### config.mk
export PLATFORM = sky130hd
export DESIGN_NAME = bus_slave_capture
export DESIGN_NICKNAME = d
export VERILOG_FILES = /design/src/mem_ctrl_pkg.sv /design/src/bus_slave_capture.sv
export SDC_FILE = /design/constraint.sdc
export NUM_CORES = 1
export LEC_CHECK = 0
export BUFFER_PORTS_ARGS = -buffer_cell sky130_fd_sc_hd__buf_2
export CORE_MARGIN = 2
export CORE_UTILIZATION = 42
export CTS_BUF_LIST = sky130_fd_sc_hd__clkbuf_2
export DETAILED_ROUTE_END_ITERATION = 10
export GPL_TIMING_DRIVEN = 0
export PLACE_DENSITY = 0.76
export SLEW_MARGIN = 20
export SYNTH_ARGS = -nofsm -noshare
export SYNTH_HDL_FRONTEND = slang
export SYNTH_SLANG_ARGS = --single-unit
### constraint.sdc
create_clock -name bus_clk -period 2.5 [get_ports bus_clk]
set_input_delay 0.25 -clock bus_clk [delete_from_list [all_inputs] [get_ports bus_clk]]
set_output_delay 0.25 -clock bus_clk [all_outputs]
set_load 0.005 [all_outputs]
### src/mem_ctrl_pkg.sv
// Shared definitions for the memory bus controller
// Address view, source and size codes, widths and FSM state encodings
package mem_ctrl_pkg;

   localparam int BEAT_W  = 32;
   localparam int BLOCK_W = 128;
   localparam int LINE_W  = 256;

   // Bus byte address, or the same bits split into row, half and byte offset
   typedef union packed
   {
      logic [15:0] raw;
      struct packed
      {
         logic [10:0] line;
         logic        half;
         logic [3:0]  offset;
      } f;
   } mem_addr_u;

   // One-hot requester
   typedef logic [2:0] src_t;
   localparam src_t SRC_IC  = 3'b001;
   localparam src_t SRC_DC  = 3'b010;
   localparam src_t SRC_DMA = 3'b100;

   // Bytes written are 2**code
   typedef logic [2:0] wsize_t;

   typedef enum logic [2:0]
   {
      S_IDLE  = 3'b001,
      S_ACK   = 3'b010,
      S_WBEAT = 3'b100
   } slave_state_t;

   typedef enum logic [3:0]
   {
      M_IDLE  = 4'b0001,
      M_REQ   = 4'b0010,
      M_ADDR  = 4'b0100,
      M_BEATS = 4'b1000
   } master_state_t;

endpackage

### src/bus_slave_capture.sv
// Bus slave stage with request acknowledge and write-beat assembly
`timescale 1ns/1ps

module bus_slave_capture
(
   input  logic                             bus_clk,
   input  logic                             rst_n,
   input  logic                             dest_in,
   input  logic                             bus_rw,
   input  logic [mem_ctrl_pkg::BEAT_W-1:0]  bus_d,
   input  logic                             wr_latch_empty,
   output logic                             ack_out,
   output logic [mem_ctrl_pkg::BLOCK_W-1:0] blk_data,
   output logic                             blk_load
);

   mem_ctrl_pkg::slave_state_t state;
   logic                       rw_q;
   logic [1:0]                 beat_cnt;
   logic                       wr_load_q;

   always_ff @(posedge bus_clk)
   begin
      if (!rst_n)
      begin
         state     <= mem_ctrl_pkg::S_IDLE;
         rw_q      <= 1'b0;
         beat_cnt  <= 2'd0;
         wr_load_q <= 1'b0;
      end
      else
      begin
         wr_load_q <= 1'b0;
         case (state)
            mem_ctrl_pkg::S_IDLE:
            begin
               // Only take a request the write latch can hold
               if (dest_in && wr_latch_empty)
               begin
                  state <= mem_ctrl_pkg::S_ACK;
                  rw_q  <= bus_rw;
               end
            end
            mem_ctrl_pkg::S_ACK:
            begin
               beat_cnt <= 2'd0;
               state    <= rw_q ? mem_ctrl_pkg::S_WBEAT : mem_ctrl_pkg::S_IDLE;
            end
            mem_ctrl_pkg::S_WBEAT:
            begin
               beat_cnt <= beat_cnt + 2'd1;
               if (beat_cnt == 2'd3)
               begin
                  wr_load_q <= 1'b1;
                  state     <= mem_ctrl_pkg::S_IDLE;
               end
            end
            default:
               state <= mem_ctrl_pkg::S_IDLE;
         endcase
      end
   end

   // Beat n lands in word n, low word first
   always_ff @(posedge bus_clk)
   begin
      if (state == mem_ctrl_pkg::S_WBEAT)
         blk_data[beat_cnt*mem_ctrl_pkg::BEAT_W +: mem_ctrl_pkg::BEAT_W] <= bus_d;
   end

   assign ack_out  = (state == mem_ctrl_pkg::S_ACK);
   // A read has no data phase so it loads with the acknowledge
   assign blk_load = (ack_out && !rw_q) || wr_load_q;

endmodule

==> reports/metrics.yaml <==
status: "finished, final reports clean"
post_cts_buffers: 0
synth-xor-area-share_pct: 0
relSlewSlack_pct: 56.21
fin_crit_ps: 2280
crit_buf_inv: 3
slew_violations: 0
yosys.area_share.adder_pct: 1.220
io_pins: 167
cts_tree: "done"
clockRootBuffer: "clkbuf_2"
cts.sink_count: 135
drtAntennaViolNets: 0
area_growth_pct: 34.59
grtUsageTotal_pct: 19.87
htree_levels: 4
path_clk_slew_ps: 190
critPathMaxStageDelay_ps: 530
synth_common_cells: "128 x edfxtp_1, 110 x and2_1, 25 x nor2_1"
powerDensity_nw_per_um2: 577.7
rows: 40
grt_pass1_wl_um: 18820
via_per_inst: 4.742
ys_top_cells_by_area: "edfxtp_1 75%, and2_1 13%, dfxtp_1 2.7%"
synth_compound_area_share_pct: 0.7317
vdd_drop_max_mv: 0.4549
maxCapViolations: 0
crit_path_top_delay_cell: "and2_2"
p_leak_nw: 2.811
dp.cells: 639
path_cells: "inv_1, ha_1, clkbuf_1, and2_2, buf_16"
drive_above_1_share_pct: 38.01
start_kind: "flip-flop"
yosysTopAreaCell: "edfxtp_1"
core_um2: 11960
gp_congestion: 0.7169
fp.dieW_um: 114.5
syn_area_um2: 5130
drtIter0Drc: 217
portBuffers: 165
synth.net_count: 365
cp_data_arrival_time_ps: 2700
cp-end-kind: "flip-flop"
final-hold-violation-count: 0
post_drt_wl_per_cell_um: 17.78
hold_path_class: "primary input to flip-flop"
synth_seq_area_share_pct: 77.66
final_nets: 592
synth_ff_type: "edfxtp_1"
antenna_found_initial: 0
synth_top_area_share_pct: 74.93
overflow: 0
synth-seq-cells: 135
fmax_mhz: 438.5
clock_latency_ps: 710
cts_buffers: 17
first_global_vias: 3526
instances_no_fill: 710
dieArea_um2: 13110
synth-edff-count: 128
synthArstFlopShare_pct: 0
drc: 0
worst_pin_slew_ps: 655.4
wl_um: 12620
synth_most_common_cell: "edfxtp_1"
die_h_um: 114.5
netlist_instances: 323
required_ps: 2920
clockBufferDepth: 2
dpl.hpwl_um: 8446
antenna_cells: 0
synthMuxAreaShare_pct: 0.1951
fin_crit_sh_pct: 91.21
firstDrtPassIters: 6
yosysWarnings: 0
hold_slack_ps: 344.1
initial_core_util_pct: 42.89
synth_area_per_cell_um2: 15.88
path_delay_family: "buffers and inverters"
rsz0062_at_grt: "no"
synth_top_family_by_area: "simple AND/OR/NAND/NOR gates"
synth-simple-area-share_pct: 18.63
grt_max_degree: 24
vias: 3367
path_class: "flip-flop to flip-flop"
finClkSkew_ps: 26.81
setup_viol: 0
cp_max_fo: 19
synth.distinct_cells: 28
## cell usage in the layout, fill, tap and decap left out, types with 3 or more instances in the layout
master / count
and2_1: 106
and2_2: 4
buf_2: 166
bufinv_16: 4
clkbuf_1: 8
clkbuf_2: 22
clkinv_1: 3
clkinv_2: 4
dfxtp_1: 6
dlygate4sd3_1: 39
edfxtp_1: 128
ha_1: 5
inv_1: 4
nand2_1: 4
nand2b_1: 8
nor2_1: 25
## cells by family after synthesis
logic type               after synthesis
flip-flops                           135
adder cells (fa/ha/maj)                5
multiplexers                           1
buffers and inverters                 17
AO/OA/AOI/OAI                          5
AND/OR/NAND/NOR                      160
## report_power, final
group	total, mW	leakage [nW]	internal (mW)	switching, mW
Sequential	2.45	1.29	2.44	0.00188
Clock	1.43	0.160	0.653	0.773
Combinational	0.116	1.36	0.0752	0.0405
## tightest hold or removal path, stage by stage
cell	delay (ps)
dlygate4sd3_1	510
buf_2	100
and2_1	110
## per-layer routing
| layer | track usage, % | wire length (µm) |
|---|---|---|
| met1 | 23.60 | 5279 |
| met2 | 33.53 | 6422 |
| met3 | 5.929 | 708 |
| met4 | 8.618 | 211 |
| met5 | 0 | 0 |
## registers in the layout, summed over array words and instances (netlist names)
signal / count
wr_load_q: 1
blk_data: 128
beat_cnt: 2
state: 3
rw_q: 1
## path summary, 6_finish.rpt
check	start	to	slack, ps	cells past startpoint
max	beat_cnt[0]$_SDFFE_PN0P_	blk_data[27]$_DFFE_PP_	220	5
min	bus_d[29]	blk_data[29]$_DFFE_PP_	340	3
max reg2reg	beat_cnt[0]$_SDFFE_PN0P_	blk_data[27]$_DFFE_PP_	220	5
min reg2reg	beat_cnt[1]$_SDFFE_PN0P_	beat_cnt[1]$_SDFFE_PN0P_	530	2
## area by class of cell
| type | instances | area (µm²) |
|---|---|---|
| multi-input combinational | 171 | 1082 |
| timing repair buffer | 208 | 1311 |
| fill | 953 | 5057 |
| buffer | 13 | 67.56 |
| inverter | 4 | 15.01 |
| sequential | 135 | 3985 |
| clock inverter | 12 | 158.9 |
| clock buffer | 20 | 100.1 |
| tap | 147 | 183.9 |
## stage by stage
step	utilization (%)	TNS, ps	worst slack, ps	power, mW	cell area (µm²)
4_1_cts	57.64	0	32.62	4.010	6894
3_3_place_gp	51.33	-22750	-396.9	2.562	6140
5_1_grt	57.72	0	75.77	4.106	6904
6_report	57.72	0	219.7	3.989	6904
3_5_place_dp	52.17	-612.3	-57.63	2.564	6240
2_1_floorplan	-	0	332.1	2.519	5130
## repair_timing
action,in CTS,in global routing
setup endpoints to repair,20,31
endpoints found under the hold margin,135,0
hold buffers,39,0
gates resized for setup,1,6
No activity file was read; power rests on OpenSTA's default activity.
