### config.mk
export PLATFORM = sky130hd
export DESIGN_NAME = request_latches
export DESIGN_NICKNAME = d
export VERILOG_FILES = /design/src/mem_ctrl_pkg.sv /design/src/request_latches.sv
export SDC_FILE = /design/constraint.sdc
export NUM_CORES = 1
export LEC_CHECK = 0
export BUFFER_PORTS_ARGS = -buffer_cell sky130_fd_sc_hd__buf_4
export CAP_MARGIN = 20
export CORE_ASPECT_RATIO = 0.75
export CORE_MARGIN = 1.5
export CORE_UTILIZATION = 49
export DETAILED_ROUTE_END_ITERATION = 6
export GPL_TIMING_DRIVEN = 0
export HOLD_SLACK_MARGIN = 0.12
export PLACE_DENSITY_LB_ADDON = 0.15
export SKIP_LAST_GASP = 1
export SYNTH_ARGS = -nofsm -noshare
export SYNTH_HDL_FRONTEND = slang
export SYNTH_SLANG_ARGS = --single-unit
### constraint.sdc
create_clock -name bus_clk -period 5.85 [get_ports bus_clk]
set_clock_uncertainty 0.2 [all_clocks]
set_input_delay 0.585 -clock bus_clk [delete_from_list [all_inputs] [get_ports bus_clk]]
set_output_delay 0.585 -clock bus_clk [all_outputs]
set_load 0.01 [all_outputs]
### src/mem_ctrl_pkg.sv
// Shared definitions for the memory bus controller
// Address view, source and size codes, widths and FSM state encodings
package mem_ctrl_pkg;

   localparam int BEAT_W  = 32;
   localparam int BLOCK_W = 128;
   localparam int LINE_W  = 256;

   // Bus byte address, or the same bits split into row, half and byte offset
   typedef union packed
   {
      logic [15:0] raw;
      struct packed
      {
         logic [10:0] line;
         logic        half;
         logic [3:0]  offset;
      } f;
   } mem_addr_u;

   // One-hot requester
   typedef logic [2:0] src_t;
   localparam src_t SRC_IC  = 3'b001;
   localparam src_t SRC_DC  = 3'b010;
   localparam src_t SRC_DMA = 3'b100;

   // Bytes written are 2**code
   typedef logic [2:0] wsize_t;

   typedef enum logic [2:0]
   {
      S_IDLE  = 3'b001,
      S_ACK   = 3'b010,
      S_WBEAT = 3'b100
   } slave_state_t;

   typedef enum logic [3:0]
   {
      M_IDLE  = 4'b0001,
      M_REQ   = 4'b0010,
      M_ADDR  = 4'b0100,
      M_BEATS = 4'b1000
   } master_state_t;

endpackage

### src/request_latches.sv
// Two-entry request pipeline made of a write latch and a read latch
`timescale 1ns/1ps

module request_latches
(
   input  logic                             bus_clk,
   input  logic                             rst_n,
   input  logic                             dest_in,
   input  logic                             blk_load,
   input  logic [mem_ctrl_pkg::BLOCK_W-1:0] blk_data,
   input  logic [15:0]                      bus_a,
   input  logic                             bus_rw,
   input  mem_ctrl_pkg::wsize_t             bus_size,
   input  mem_ctrl_pkg::src_t               bus_src,
   input  logic                             access_done,
   output logic                             wr_latch_empty,
   output logic                             rd_valid,
   output mem_ctrl_pkg::mem_addr_u          rd_addr,
   output mem_ctrl_pkg::src_t               rd_src,
   output mem_ctrl_pkg::wsize_t             rd_size,
   output logic                             rd_rw,
   output logic [mem_ctrl_pkg::BLOCK_W-1:0] rd_data
);

   logic                             wr_rsv;
   logic                             wr_valid;
   mem_ctrl_pkg::mem_addr_u          wr_addr;
   mem_ctrl_pkg::src_t               wr_src;
   mem_ctrl_pkg::wsize_t             wr_size;
   logic                             wr_rw;
   logic [mem_ctrl_pkg::BLOCK_W-1:0] wr_data;
   logic                             accept;
   logic                             advance;

   // Write latch is reserved from the accepted strobe until it moves on,
   // so it matches the slave's own accept condition
   assign wr_latch_empty = !wr_rsv;
   assign accept         = dest_in && !wr_rsv;
   assign advance        = wr_valid && (!rd_valid || access_done);

   always_ff @(posedge bus_clk)
   begin
      if (!rst_n)
      begin
         wr_rsv   <= 1'b0;
         wr_valid <= 1'b0;
         rd_valid <= 1'b0;
      end
      else
      begin
         if (advance)
         begin
            wr_rsv   <= 1'b0;
            wr_valid <= 1'b0;
         end
         if (accept)
            wr_rsv <= 1'b1;
         if (blk_load)
            wr_valid <= 1'b1;

         if (advance)
            rd_valid <= 1'b1;
         else if (access_done)
            rd_valid <= 1'b0;
      end
   end

   ////////////////////////////////////////////////////////////////////////////
   // Payload
   always_ff @(posedge bus_clk)
   begin
      if (accept)
      begin
         wr_addr.raw <= bus_a;
         wr_src      <= bus_src;
         wr_size     <= bus_size;
         wr_rw       <= bus_rw;
      end
      if (blk_load)
         wr_data <= blk_data;
      if (advance)
      begin
         rd_addr <= wr_addr;
         rd_src  <= wr_src;
         rd_size <= wr_size;
         rd_rw   <= wr_rw;
         rd_data <= wr_data;
      end
   end

endmodule

==> impl_results.md <==
* Nets@finish at between 900 and 1000
* Register area share after synthesis at 99.3%
* MaxCap Viol Count at 0
* Largest family of logic cells by synthesized area: simple AND/OR/NAND/NOR gates
* Die Width at 161 um
* Antenna-violating nets left at 0
* Layout cells sized above 1 at 43.1%
* First-pass GRT wire length at between 30000 and 40000 um
* Final worst slack at 3.92 ns
* Run status: finished clean
* Pwr dens at 337 nW/um2
* Starting density of the core at 49.8%
* Post-Synth Simple-Gate Area at 0.381%
* Mux share of post-synthesis cell area at 0%
* TritonCTS Buffers at 28
* Post-Synth Adder-Cell Area at 0%
* Synth unique cells at 11
* Hold Path Class: in -> reg
* Startpoint Class: flop
* WL/cell at approximately 19 um
* Post-synthesis xor/xnor area fraction at 0%
* Clock sinks at 305
* Leakage power at 5.57 nW
* Crit path capture type: flop
* Buffers added on ports at 308
* FF-to-FF path depth at 3
* All-layer global routing usage at 20.9%
* Final hold vios at 0
* Rows at 43
* Most frequent cells in the layout: 307 x buf_4, 302 x edfxtp_1, 152 x dlygate4sd3_1
* Fin. max-slew vios at 0
* Final setup vio count at 0
* Worst-Margin Slew at around 1 ns
* Filler cells at 946
* Crit share post-route at 32.9%
* Iteration-0 DRC Markers at 335
* Worst r2r dst: rd_data[73]$_DFFE_PP_
* M3 GR Usage at between 7 and 8%
* Cells after Synth at 316
* Yosys reg bits at 305
* Share of the synthesized area in the top cell type at 98.6%
* Ports at 309
* Die Y at between 100 and 150 um
* Mean number of vias per cell at 4.66
* Post-CTS sizing at 0
* Slew HR at between 30 and 40%
* Clock Latency Late Sink at ~0.53 ns
* Top cells by area, synth: edfxtp_1 99%, dfxtp_1 0.65%, nand2b_4 0.15%
* Worst Hold End: rd_valid$_SDFFE_PN0P_
* FF-to-FF Start: rd_valid$_SDFFE_PN0P_
* Setup CP Type: reg -> reg
* Clock Tree Root: clkbuf_16
* Hold_sp: access_done
* Compound-cell area share of the yosys netlist at less than 1%
* DRT Pass-1 Iters at 4
* Largest net degree at the start of global routing at 72
* CP required at 5.83 ns
* Syn_area_per_cell at 29.1 um2
* Initial antenna violation count at 0
* CTS tree: yes
* WHS Path Cells at 3
* GR Overflow Total at 0
* Syn Std Cell Area at 9200 um2
* Met2 Usage GRT at 36.3%
* Synth area leader: edfxtp_1
* Syn-to-layout area delta at 56.5%
* Worst reg2reg setup slack at between 3 and 4 ns
* DIE AREA at 19600 um2
* Commonest non-fill, non-tap cell in the layout: buf_4
* Met1 Use GR at 25.0%
* Hold slack final at between 0.15 and 0.2 ns
* RSZ-0062 raised after global routing: false
* Fmax at approximately 0.52 GHz
* Core ar. at ~18000 um2
* Vias at 5027
* Syn_nets at 472
* Final Wtd Congestion at around 0.76
* CTS Buffer Depth at 3
* Reg clk slew, reported paths at 0.06 ns
* Htree depth at 1
* DRT Wirelength at 20800 um
* Tot Pwr at 4.86 mW
* CP arrival at about 1.9 ns
* GRT Max-Usage Layer: met2
* # DRC at 0
* Post-place setup slack at 3.57 ns
* Max IR drop VDD at around 0.27 mV
* Vias in the first global route at 5251
* Final Critical Period at about 1.9 ns
* Final HPWL DP at 11600 um
* YS warnings at 0
* Critical Path Fanout Max at 70
## synth_stat cells
master,count
a21boi_1,1
a31oi_1,1
and2_1,1
and2b_1,1
dfxtp_1,3
edfxtp_1,302
inv_1,2
nand2_1,2
nand2b_4,1
o21ai_0,1
o21ai_1,1
## state kept, by name, indices dropped and copies added, names as in the netlist
name,count
wr_rw,1
wr_size,3
rd_data,128
rd_size,3
rd_addr,16
rd_src,3
wr_addr,16
wr_rsv,1
rd_valid,1
rd_rw,1
wr_data,128
wr_src,3
wr_valid,1
## worst max-delay path, stage by stage, from the launching register on
cell	delay [ns]
dfxtp_1	0.34
nand2b_4	0.10
and2_4	0.50
buf_16	0.36
## worst max path at each step
stage / start / endpoint / slack, ns / cells after the start
after CTS: rd_valid$_SDFFE_PN0P_ / rd_data[4]$_DFFE_PP_ / 3.93 / 3
after global placement: access_done / rd_data[119]$_DFFE_PP_ / -0.59 / 3
after detailed placement: access_done / rd_data[24]$_DFFE_PP_ / 3.57 / 4
final: rd_valid$_SDFFE_PN0P_ / rd_data[73]$_DFFE_PP_ / 3.92 / 3
after floorplan: access_done / rd_addr[0]$_DFFE_PP_ / 0.97 / 2
after global routing: rd_valid$_SDFFE_PN0P_ / rd_data[124]$_DFFE_PP_ / 3.85 / 3
## power by group
group | internal (mW) | leakage [nW] | switching [mW] | total (mW)
Clock | 1.13 | 0.477 | 0.771 | 1.90
Sequential | 2.57 | 2.91 | 0.0426 | 2.61
Combinational | 0.201 | 2.19 | 0.143 | 0.344
Total | 3.90 | 5.57 | 0.956 | 4.86
## per-layer routing
layer	vias to the layer above	part of all wire [%]
met5	-	0
met4	0	2.1
li1	2272	-
met2	259	51
met3	34	9.2
met1	2462	38
## cells by family (layout without fill, tap and decap cells)
kind of cell,count (synthesis),count (layout)
other,0,1
buffers and inverters,2,517
AOI/OAI and AO/OA,4,4
and+or+nand+nor,5,5
DFF,305,305
## timing repair
action | in CTS | in global routing
hold buffers | 152 | 0
hold endpoints to repair | 154 | 0
buffers inserted | 0 | 0
## metrics by stage
step | cells | cell area, um2 | util (%) | setup TNS [ns]
floorplan | 316 | 9200 | - | 0
global placement | 871 | 11800 | 64.0 | -86.95
detailed placement | 874 | 11900 | 64.5 | 0
CTS | 1078 | 14400 | 78.0 | 0
global route | 1078 | 14400 | 78.0 | 0
finish | 1079 | 14400 | 78.0 | 0
## final cells by class
type                       count  area (um2)  share of cell area, %
sequential                   305        9130                   63.4
timing repair buffer         463        3920                   27.2
clock buffer                  33         741                   5.15
tap                          247         309                   2.15
clock inverter                19         223                   1.55
multi-input combinational      9        61.3                  0.426
inverter                       2        7.51                 0.0522
antenna                        1        2.50                 0.0174
Power figures use the tool's default switching activity.
