$ cat config.mk
export PLATFORM = sky130hd
export DESIGN_NAME = mem_access_unit
export DESIGN_NICKNAME = d
export VERILOG_FILES = /design/src/mem_ctrl_pkg.sv /design/src/mem_access_unit.sv
export SDC_FILE = /design/constraint.sdc
export NUM_CORES = 1
export LEC_CHECK = 0
export ABC_CLOCK_PERIOD_IN_PS = 24300
export BUFFER_PORTS_ARGS = -buffer_cell sky130_fd_sc_hd__buf_4
export CAP_MARGIN = 20
export CORE_AREA = 5 5 318 320
export DETAILED_ROUTE_END_ITERATION = 7
export DIE_AREA = 0 0 323 325
export PLACE_DENSITY_LB_ADDON = 0.05
export SYNTH_ARGS = -nofsm -noshare
export SYNTH_HDL_FRONTEND = slang
export SYNTH_SLANG_ARGS = --single-unit
export TNS_END_PERCENT = 20
$ cat constraint.sdc
create_clock -name bus_clk -period 24.3 [get_ports bus_clk]
set_input_delay 2.43 -clock bus_clk [delete_from_list [all_inputs] [get_ports bus_clk]]
set_output_delay 2.43 -clock bus_clk [all_outputs]
set_load 0.005 [all_outputs]
$ cat src/mem_ctrl_pkg.sv
// Shared definitions for the memory bus controller
// Address view, source and size codes, widths and FSM state encodings
package mem_ctrl_pkg;

   localparam int BEAT_W  = 32;
   localparam int BLOCK_W = 128;
   localparam int LINE_W  = 256;

   // Bus byte address, or the same bits split into row, half and byte offset
   typedef union packed
   {
      logic [15:0] raw;
      struct packed
      {
         logic [10:0] line;
         logic        half;
         logic [3:0]  offset;
      } f;
   } mem_addr_u;

   // One-hot requester
   typedef logic [2:0] src_t;
   localparam src_t SRC_IC  = 3'b001;
   localparam src_t SRC_DC  = 3'b010;
   localparam src_t SRC_DMA = 3'b100;

   // Bytes written are 2**code
   typedef logic [2:0] wsize_t;

   typedef enum logic [2:0]
   {
      S_IDLE  = 3'b001,
      S_ACK   = 3'b010,
      S_WBEAT = 3'b100
   } slave_state_t;

   typedef enum logic [3:0]
   {
      M_IDLE  = 4'b0001,
      M_REQ   = 4'b0010,
      M_ADDR  = 4'b0100,
      M_BEATS = 4'b1000
   } master_state_t;

endpackage

$ cat src/mem_access_unit.sv
// Memory access timing, write shift and byte mask, read half select
`timescale 1ns/1ps

module mem_access_unit
#(
   parameter int MEM_LINES = 64
)
(
   input  logic                               bus_clk,
   input  logic                               rst_n,
   input  logic                               rd_valid,
   input  mem_ctrl_pkg::mem_addr_u            rd_addr,
   input  mem_ctrl_pkg::wsize_t               rd_size,
   input  logic                               rd_rw,
   input  logic [mem_ctrl_pkg::BLOCK_W-1:0]   rd_data,
   input  logic                               ret_done,
   output logic [$clog2(MEM_LINES)-1:0]       mem_addr,
   output logic                               mem_en,
   output logic                               mem_wr,
   output logic [mem_ctrl_pkg::LINE_W-1:0]    mem_wdata,
   output logic [mem_ctrl_pkg::LINE_W/8-1:0]  mem_be,
   input  logic [mem_ctrl_pkg::LINE_W-1:0]    mem_rdata,
   output logic                               access_done,
   output logic                               ret_ready,
   output logic [mem_ctrl_pkg::BLOCK_W-1:0]   ret_data
);

   logic [4:0]                       timer;
   logic [10:0]                      line_mod;
   logic [16:0]                      size_ones;
   logic [31:0]                      mask_wide;
   logic [15:0]                      half_mask;
   logic [mem_ctrl_pkg::BLOCK_W-1:0] wdata_shifted;
   logic                             rd_capture;

   // Timer gains one set bit per cycle and restarts on an empty or clearing latch
   always_ff @(posedge bus_clk)
   begin
      if (!rst_n)
         timer <= '0;
      else if (!rd_valid || access_done)
         timer <= 5'b00001;
      else
         timer <= {timer[3:0], 1'b1};
   end

   assign line_mod    = 11'(rd_addr.f.line % MEM_LINES);
   assign mem_addr    = line_mod[$clog2(MEM_LINES)-1:0];
   assign mem_en      = timer[2];
   assign mem_wr      = timer[2] && rd_rw;
   assign access_done = rd_valid && (rd_rw ? timer[4] : ret_done);

   ////////////////////////////////////////////////////////////////////////////
   // Write path
   always_comb
   begin
      case (rd_size)
         3'd0:    size_ones = 17'h0_0001;
         3'd1:    size_ones = 17'h0_0003;
         3'd2:    size_ones = 17'h0_000f;
         3'd3:    size_ones = 17'h0_00ff;
         default: size_ones = 17'h0_ffff;
      endcase
   end

   // Bytes pushed past the end of the half are dropped
   assign mask_wide     = {15'd0, size_ones} << rd_addr.f.offset;
   assign half_mask     = mask_wide[15:0];
   assign wdata_shifted = rd_data << {rd_addr.f.offset, 3'b000};
   assign mem_wdata     = {wdata_shifted, wdata_shifted};
   assign mem_be        = rd_addr.f.half ? {half_mask, 16'h0000} : {16'h0000, half_mask};

   ////////////////////////////////////////////////////////////////////////////
   // Read path
   // Row data arrives one cycle after the first enable
   assign rd_capture = rd_valid && !rd_rw && timer[3] && !timer[4];

   always_ff @(posedge bus_clk)
   begin
      if (rd_capture)
         ret_data <= rd_addr.f.half ? mem_rdata[255:128] : mem_rdata[127:0];
   end

   always_ff @(posedge bus_clk)
   begin
      if (!rst_n)
         ret_ready <= 1'b0;
      else if (ret_done)
         ret_ready <= 1'b0;
      else if (rd_capture)
         ret_ready <= 1'b1;
   end

endmodule

==> impl_metrics.yaml, run 1 <==
status:
  status: "complete, no violations"
critical_path:
  start_kind: "input pin"
  slowest_stage: "clkbuf_8"
  critPathLaunch: "rd_addr[1]"
  cp_cell_sequence: "clkbuf_8 -> buf_4 -> buf_4 -> mux2i_1 -> o21ai_0 -> o21ai_0 -> o221ai_1 -> buf_4"
  cp.required_ps: 21870
  ff2ff_setup_slack_ps: 22490
  crit_arrival_ps: 5780
  r2r-end: "ret_data[68]"
  endpoint_kind: "primary output"
  critPathKind: "input pin to primary output"
  worstRegToRegCells: 2
  crit_fanout: 92
  r2r-start: "timer[3]"
  critPathMaxStageDelay_ps: 600
  crit_path_frequent_cell: "buf_4"
floorplanning:
  fp.coreArea_um2: 97800
  rows: 115
  dieArea_um2: 105000
  die_x_um: 323
  io_pins: 834
  die_h_um: 325
  start_util: 0.124
sta:
  setup_violations: 0
  hold_violations: 0
  fmax_ghz: 0.122
  worstMarginPinSlew_ps: 1010
  period_minus_slack_ps: 8210
  rsz0062_at_grt: "false"
  relSlewSlack: 0.324
  drv_slew: 0
  finalSetupTns_ps: 0
  skew_ps: 9.55
  hold_ws_ps: 427
  finalCritPeriodShare: 0.338
global_route:
  grt_pass1_wl_mm: 115
  antenna_found_initial: 19
  grt_max_degree: 130
  grt_pass1_vias: 12700
  overflow: 0
  grt_usage: 0.159
drt:
  num_vias: 12300
  wl_per_cell_um: 28.4
  drtIter0Drc: 548
  dr.pass1.iters: 4
  drc: 0
  via_per_inst: 3.94
  wl_mm: 88.5
  ant_nets: 0
power:
  power.total_mw: 0.818
  max-vdd-ir-drop_v: 0.0000414
  swShare: 0.323
  p_leak_nw: 8.17
  clkPwrFrac: 0.324
  combPwrFrac: 0.365
  power_density_nw_per_um2: 42.9
  power_switching_mw: 0.264
  internal_power_mw: 0.554
  seqPwrFrac: 0.312
final_layout:
  final_nets: 2217
  drive_gt1_frac: 0.585
  syn2layout_area_growth_pct: 56.5
synthesis:
  synthDistinctLibCells: 65
  synth.avg_cell_area_um2: 10.2
  synth_edf_count: 128
  synth-seq-cells: 134
  synth_xor_xnor_area_share: 0
  synthMuxAreaShare: 0.293
  synthFlopType: "edfxtp_1"
  syn_nets: 1604
  syn_area_um2: 12200
  synth-seq-area-share: 0.326
  synthDominantCellAreaShare: 0.316
  yosysTopAreaCell: "edfxtp_1"
  synth_common_cells: "mux2_2 (152), buf_4 (145), edfxtp_1 (128)"
  synth_compound_area_frac: 0.143
  yosys.area_share.adder: 0
  synth_simple_gate_area_frac: 0.102
  yosys-top-cells-area: "edfxtp_1 (32%), mux2_2 (14%), mux2i_1 (9.9%)"
  synthArstFlopShare: 0
  synth_top_family_by_area: "multiplexers"
  synthCells: 1196
  yosys_warnings: 0
  yosys.cell_count.top_type: "mux2_2"
cts:
  cts.clk_slew.worst_paths_ps: 60
  cts_tree: "done"
  h-tree-depth: 4
  cts_buffers: 17
  root_buffer: "clkbuf_16"
  cts_hold_buf: 0
  clk_path_buf_depth: 2
  postCtsSetupBuffers: 0
  clock_sinks: 134
  cts.repair.resized: 0
  insertion_delay_ps: 450
hold_path:
  holdPathEnd: "timer[1]"
  hp-start: "timer[0]"
  holdPathStages: 1
  hold_class: "flip-flop to flip-flop"
place:
  port_buffers: 816
  dp_hpwl_mm: 72.6
  gp_congestion: 0.794
job:
  max-cap-violations: 0
## cells by family after synthesis
family          count (synthesis)
compound gates                243
buf+inv                       244
flops                         134
mux                           304
simple gates                  271
## area by class of cell
| class | count | area, um^2 |
|---|---|---|
| fillers | 10900 | 78800 |
| clock inverters | 14 | 150 |
| inverters | 7 | 28.8 |
| diodes | 7 | 17.5 |
| repair buffers | 831 | 6260 |
| well taps | 1287 | 1610 |
| clock buffers | 17 | 425 |
| flip-flops and latches | 134 | 3960 |
| multi-input cells | 818 | 6590 |
## cells in the final DEF, fill, tap and decap left out, drive strengths merged, types with 7 or more instances in the layout
master and count:
nor2 73, o221ai 18, mux4 26, a22oi 21
a221oi 8, o21ai 53, buf 830, mux2i 121
nand3b 8, o21a 16, clkbuf 18, mux2 157
o2bb2ai 10, nand3 8, edfxtp 128, o211ai 25
and3 12, diode 7, nand2 112, inv 8
o22ai 9, a21o 9, clkinv 7, nor3 17
a21oi 23, and2 21, a31oi 13, a211oi 9
## critical path, delay by kind of cell
family / cells / cell delay (ps)
buffers and inverters: 4 / 2030
AOI/OAI and AO/OA: 3 / 900
muxes: 1 / 330
## metrics by stage
stage,setup WS [ps],std cells,utilization,area (um^2)
final,16090,3115,0.195,19100
after global routing,15880,3111,0.195,19000
after CTS,16000,3108,0.195,19000
after detailed placement,16010,3077,0.189,18500
after global placement,15980,3077,0.189,18500
after floorplan,8830,1196,-,12200
## worst max-delay path by stage
stage	slack, ps	to	cells past startpoint
5_1_grt	15880	mem_wdata[101]	8
4_1_cts	16000	mem_wdata[19]	7
2_1_floorplan	8830	ret_data[0]	1
6_report	16090	mem_wdata[101]	8
3_5_place_dp	16010	mem_wdata[19]	7
3_3_place_gp	15980	mem_wdata[101]	8
## power by group through the flow
stage          clock network (mW)  logic (mW)  registers [mW]
3_5_place_dp                    0       0.306           0.260
5_1_grt                     0.285       0.321           0.255
2_1_floorplan                   0       0.152           0.260
6_report                    0.265       0.298           0.255
4_1_cts                     0.276       0.307           0.255
3_3_place_gp                    0       0.308           0.260
## flip-flops by register name, indices dropped and copies added, names as in the netlist
signal	count
ret_ready	1
timer	5
ret_data	128
## per-layer routing
metal / vias to the layer above / global-route usage / share of wire
li1: 5588 / - / -
met4: 26 / 0.0300 / 0.013
met2: 509 / 0.296 / 0.53
met1: 6082 / 0.180 / 0.39
met3: 60 / 0.0451 / 0.070
met5: - / 0 / 0.0020
Note: power is estimated with default switching activity, not from simulation.
==> run 2, diff against run 1 <==
--- a/config.mk
+++ b/config.mk
@@ -5,12 +5,13 @@
 export SDC_FILE = /design/constraint.sdc
 export NUM_CORES = 1
 export LEC_CHECK = 0
-export ABC_CLOCK_PERIOD_IN_PS = 24300
+export ABC_AREA = 1
+export ABC_CLOCK_PERIOD_IN_PS = 7400
 export BUFFER_PORTS_ARGS = -buffer_cell sky130_fd_sc_hd__buf_4
 export CAP_MARGIN = 20
-export CORE_AREA = 5 5 318 320
+export CORE_AREA = 5 5 320 322
 export DETAILED_ROUTE_END_ITERATION = 7
-export DIE_AREA = 0 0 323 325
+export DIE_AREA = 0 0 325 327
 export PLACE_DENSITY_LB_ADDON = 0.05
 export SYNTH_ARGS = -nofsm -noshare
 export SYNTH_HDL_FRONTEND = slang
==> constraint.sdc (replaced) <==
create_clock -name bus_clk -period 7.4 [get_ports bus_clk]
set_input_delay 0.74 -clock bus_clk [delete_from_list [all_inputs] [get_ports bus_clk]]
set_output_delay 0.74 -clock bus_clk [all_outputs]
set_load 0.005 [all_outputs]
==> run 2 against run 1 <==
Design area up 1.1%; sequential cell count stayed put; register-to-register slack worse by 17000 ps; worst hold slack got worse by 18 ps.
==> impl_metrics.yaml, run 2 <==
final_layout:
  largest_reg_flops: 128
  largest-register: "ret_data"
  final_common_cell: "nand2_1"
  fill_cells: 11400
  reg_top3: "ret_data x128, timer x5, ret_ready x1"
  syn2layout_area_growth_pct: 54.9
  drive_gt1_frac: 0.361
  final_cell_mix: "nand2_1 (1030), buf_4 (834), nand3_1 (183), edfxtp_1 (128), nor2_1 (74)"
  final_nets: 3001
power:
  p_leak_nw: 9.70
  power_density_nw_per_um2: 138
  max-vdd-ir-drop_v: 0.000111
global_route:
  overflow: 0
  antenna_found_initial: 24
  grt_pass1_vias: 16000
  grt_max_degree: 129
  grt_pass1_wl_mm: 137
  grt_usage: 0.183
synthesis:
  synthArstFlopShare: 0
  yosysTopAreaCell: "nand2_1"
  syn_area_um2: 12400
  synth.avg_cell_area_um2: 6.20
  yosys_warnings: 0
  synth-seq-cells: 134
  synthDominantCellAreaShare: 0.311
  synthFlopType: "edfxtp_1"
  synth-seq-area-share: 0.319
  synthCells: 2007
  yosys.cell_count.top_type: "nand2_1"
  synth_common_cells: "nand2_1 (1030), nand3_1 (183), buf_4 (137)"
  synth_edf_count: 128
  syn_nets: 2415
  yosys-top-cells-area: "nand2_1 (31%), edfxtp_1 (31%), buf_4 (8.3%)"
  synthDistinctLibCells: 30
critical_path:
  cp.required_ps: 6660
  endpoint_kind: "primary output"
  r2r-start: "timer[4]"
  worstRegToRegCells: 2
  ff2ff_setup_slack_ps: 5580
  crit_fanout: 53
  r2r-end: "ret_data[126]"
  start_kind: "input pin"
  crit_arrival_ps: 3820
  critPathKind: "input pin to primary output"
sta:
  finalSetupTns_ps: 0
  hold_ws_ps: 409
  setup_violations: 0
  worstMarginPinSlew_ps: 1040
  drv_slew: 0
  rsz0062_at_grt: "false"
  relSlewSlack: 0.303
  fmax_ghz: 0.219
  hold_violations: 0
  period_minus_slack_ps: 4560
  skew_ps: 9.89
  finalCritPeriodShare: 0.616
place:
  dp_hpwl_mm: 86.5
  gp_congestion: 0.834
  port_buffers: 816
floorplanning:
  start_util: 0.125
  die_h_um: 327
  die_x_um: 325
  dieArea_um2: 106000
  io_pins: 834
  fp.coreArea_um2: 99300
  rows: 116
hold_path:
  hp-start: "timer[1]"
  hold_class: "flip-flop to flip-flop"
  holdPathStages: 2
  holdPathEnd: "timer[2]"
drt:
  num_vias: 15700
  wl_mm: 103
  via_per_inst: 4.02
  drtIter0Drc: 897
  wl_per_cell_um: 26.2
  dr.pass1.iters: 5
  ant_nets: 0
  drc: 0
job:
  max-cap-violations: 0
cts:
  clock_sinks: 134
  insertion_delay_ps: 450
  cts_buffers: 17
  cts_tree: "done"
  cts_hold_buf: 0
  postCtsSetupBuffers: 0
  cts.repair.resized: 0
  h-tree-depth: 4
  root_buffer: "clkbuf_16"
  cts.clk_slew.worst_paths_ps: 60
  clk_path_buf_depth: 2
status:
  status: "complete, no violations"
-- run 2: cell families after synthesis --
family	count (synthesis)	share of synthesized area
AND/OR/NAND/NOR	1404	0.464
buffers and inverters	317	0.148
AO/OA/AOI/OAI	151	0.0689
flip-flops	134	0.319
multiplexers	1	0.000805
-- run 2: area by class of cell --
cell class	instances	area, um^2	area share
diodes	10	25.0	0.00130
inverters	48	189	0.00980
well taps	1298	1620	0.0843
clock buffers	20	437	0.0227
flip-flops and latches	134	3960	0.206
repair buffers	836	6300	0.327
clock inverters	12	81.3	0.00422
multi-input cells	1556	6650	0.345
-- run 2: power by group --
part           total [mW]  internal (mW)  leakage, nW  switching [mW]
sequential          0.837          0.836         1.20        0.000384
clock               0.795          0.427        0.250           0.368
combinational        1.02          0.420         8.25           0.600
-- run 2: worst max path at each step --
stage                from             end  slack, ps  depth (start not counted)
3_5_place_dp   rd_addr[0]  mem_wdata[226]       2810                         10
5_1_grt        rd_addr[0]  mem_wdata[217]       2550                         10
6_report       rd_addr[0]   mem_wdata[95]       2840                         10
2_1_floorplan    rd_valid     ret_data[0]       2040                          2
4_1_cts        rd_addr[0]  mem_wdata[226]       2810                         10
3_3_place_gp   rd_addr[0]   mem_wdata[89]       2800                         10
-- run 2: worst max-delay path, cell delays in order --
cell	delay (ps)
buf_4	410
clkinv_2	800
buf_4	550
o21ai_1	210
nand2_1	90
nand3_1	150
nand2_1	200
nand2_1	120
nand2_1	250
buf_4	240
-- run 2: per-stage QoR --
stage | total power, mW | utilization | worst slack [ps] | cells | cell area [um^2]
after floorplan | 1.34 | - | 2040 | 2007 | 12500
after global placement | 1.90 | 0.189 | 2800 | 3871 | 18700
after detailed placement | 1.90 | 0.189 | 2810 | 3872 | 18700
after CTS | 2.72 | 0.194 | 2810 | 3904 | 19200
after global routing | 2.82 | 0.194 | 2550 | 3907 | 19300
final | 2.65 | 0.194 | 2840 | 3914 | 19300
-- run 2: routing by layer --
| metal | global-route usage | vias up | wire, um |
|---|---|---|---|
| met1 | 0.218 | 7538 | 42500 |
| met3 | 0.0415 | 67 | 5910 |
| met2 | 0.334 | 629 | 52000 |
| met5 | 0 | - | 88 |
| li1 | - | 7469 | - |
| met4 | 0.0461 | 14 | 2250 |
==> run 3, diff against run 2 <==
--- a/config.mk
+++ b/config.mk
@@ -6,7 +6,7 @@
 export NUM_CORES = 1
 export LEC_CHECK = 0
 export ABC_AREA = 1
-export ABC_CLOCK_PERIOD_IN_PS = 7400
+export ABC_CLOCK_PERIOD_IN_PS = 3900
 export BUFFER_PORTS_ARGS = -buffer_cell sky130_fd_sc_hd__buf_4
 export CAP_MARGIN = 20
 export CORE_AREA = 5 5 320 322
==> constraint.sdc (replaced) <==
create_clock -name bus_clk -period 3.9 [get_ports bus_clk]
set_input_delay 0.39 -clock bus_clk [delete_from_list [all_inputs] [get_ports bus_clk]]
set_output_delay 0.39 -clock bus_clk [all_outputs]
set_load 0.005 [all_outputs]
==> run 3 against run 2 <==
Clock power increased by 120%; first-iteration DRC count is 13% higher; non-clock buffer count up 23; critical path depth decreased by 5; sequential share of layout area fell by 0.40 points; global-route usage is 0.41 points lower.
==> impl_metrics.yaml, run 3 (synthesis results as in run 2) <==
cts:
  cts.repair.resized: 0
  root_buffer: "clkbuf_16"
  cts_buffers: 17
  cts.clk_slew.worst_paths_ps: 60
  cts_hold_buf: 0
  postCtsSetupBuffers: 0
  clock_sinks: 134
  clk_path_buf_depth: 2
  cts_tree: "done"
  h-tree-depth: 4
  insertion_delay_ps: 450
final_layout:
  largest-register: "ret_data"
  largest_reg_flops: 128
  reg_top3: "ret_data x128, timer x5, ret_ready x1"
  final_nets: 3024
  final_common_cell: "nand2_1"
  drive_gt1_frac: 0.367
  syn2layout_area_growth_pct: 58.0
  instances_no_fill: 3939
  final_cell_mix: "nand2_1 (1030), buf_4 (848), nand3_1 (183), edfxtp_1 (128), nor2_1 (74)"
  fill_cells: 11400
floorplanning:
  start_util: 0.125
  dieArea_um2: 106000
  fp.coreArea_um2: 99300
  die_h_um: 327
  die_x_um: 325
  io_pins: 834
  rows: 116
place:
  dpl.cell_count: 3895
  dp_hpwl_mm: 85.1
  port_buffers: 816
  gp_congestion: 0.840
  pre_cts_slack_ps: 821
power:
  combPwrFrac: 0.369
  max-vdd-ir-drop_v: 0.000217
  p_leak_nw: 9.90
  power.total_mw: 5.29
  swShare: 0.343
  seqPwrFrac: 0.300
  power_switching_mw: 1.82
  clkPwrFrac: 0.331
  internal_power_mw: 3.47
  power_density_nw_per_um2: 269
global_route:
  grt_pass1_wl_mm: 135
  grt_max_degree: 82
  overflow: 0
  grt_pass1_vias: 15900
  antenna_found_initial: 26
  grt_usage: 0.179
critical_path:
  cp_top_family: "buffers and inverters"
  crit_fanout: 54
  cp.required_ps: 3510
  critPathMaxStageDelay_ps: 690
  worst-path-buf-inv: 3
  crit_path_frequent_cell: "buf_4"
  endpoint_kind: "primary output"
  cp_cell_sequence: "buf_4 -> buf_4 -> nand3_1 -> a21oi_1 -> buf_4"
  crit_arrival_ps: 2720
  critPathKind: "input pin to primary output"
  slowest_stage: "a21oi_1"
  start_kind: "input pin"
sta:
  relSlewSlack: 0.387
  finalCritPeriodShare: 0.796
  rsz0062_at_grt: "false"
  period_minus_slack_ps: 3110
  skew_ps: 13.4
  hold_violations: 0
  setup_violations: 0
  drv_slew: 0
  fmax_ghz: 0.322
  layout_setup_ws_ps: 795
  worstMarginPinSlew_ps: 912
drt:
  ant_nets: 0
  drtIter0Drc: 1018
  wl_per_cell_um: 25.5
  via_per_inst: 4.02
  dr.pass1.iters: 5
  drc: 0
  num_vias: 15900
  wl_mm: 101
status:
  status: "complete, no violations"
hold_path:
  hold_class: "input pin to flip-flop"
job:
  max-cap-violations: 0
run 3: layout make-up:
type	instances	area [um^2]	share of cell area
clock inverters	12	179	0.00910
repair buffers	859	6590	0.335
diodes	14	35.0	0.00178
multi-input cells	1556	6650	0.338
clock buffers	18	429	0.0218
flip-flops and latches	134	3960	0.202
well taps	1298	1620	0.0826
inverters	48	189	0.00961
run 3: power groups by stage:
| stage | combinational, mW | sequential, mW | clock (mW) |
|---|---|---|---|
| 2_1_floorplan | 0.923 | 1.62 | 0 |
| 3_5_place_dp | 1.99 | 1.62 | 0 |
| 5_1_grt | 2.14 | 1.59 | 1.86 |
| 4_1_cts | 2.00 | 1.59 | 1.82 |
| 6_report | 1.95 | 1.59 | 1.75 |
| 3_3_place_gp | 2.00 | 1.62 | 0 |
run 3: worst register-to-register path, stage by stage (launching register included):
cell and delay (ps):
dfxtp_1 330, nor4_4 800, buf_4 430
run 3: path summary, 6_finish.rpt:
kind / startpoint / endpoint / slack, ps / cells after the start
worst max-delay path: rd_addr[2] / mem_wdata[187] / 790 / 5
worst min-delay path: rst_n / timer[0] / 70 / 1
worst max register to register: timer[4] / ret_data[48] / 1990 / 2
worst min register to register: timer[0] / timer[1] / 410 / 2
run 3: per-layer routing:
layer / global-route usage / up-vias / wire [um]
met4: 0.0363 / 14 / 1450
li1: - / 7518 / -
met5: 0 / - / 84
met2: 0.325 / 634 / 50800
met3: 0.0418 / 73 / 5870
met1: 0.217 / 7614 / 42400
run 3: through the flow:
step | TNS (ps) | hold slack, ps | cell area (um^2) | util
floorplan | -139590 | 394 | 12500 | -
global placement | 0 | 411 | 19000 | 0.192
detailed placement | 0 | 402 | 19000 | 0.192
CTS | 0 | 33.1 | 19600 | 0.198
global route | 0 | 45.4 | 19600 | 0.198
finish | 0 | 71.6 | 19700 | 0.198
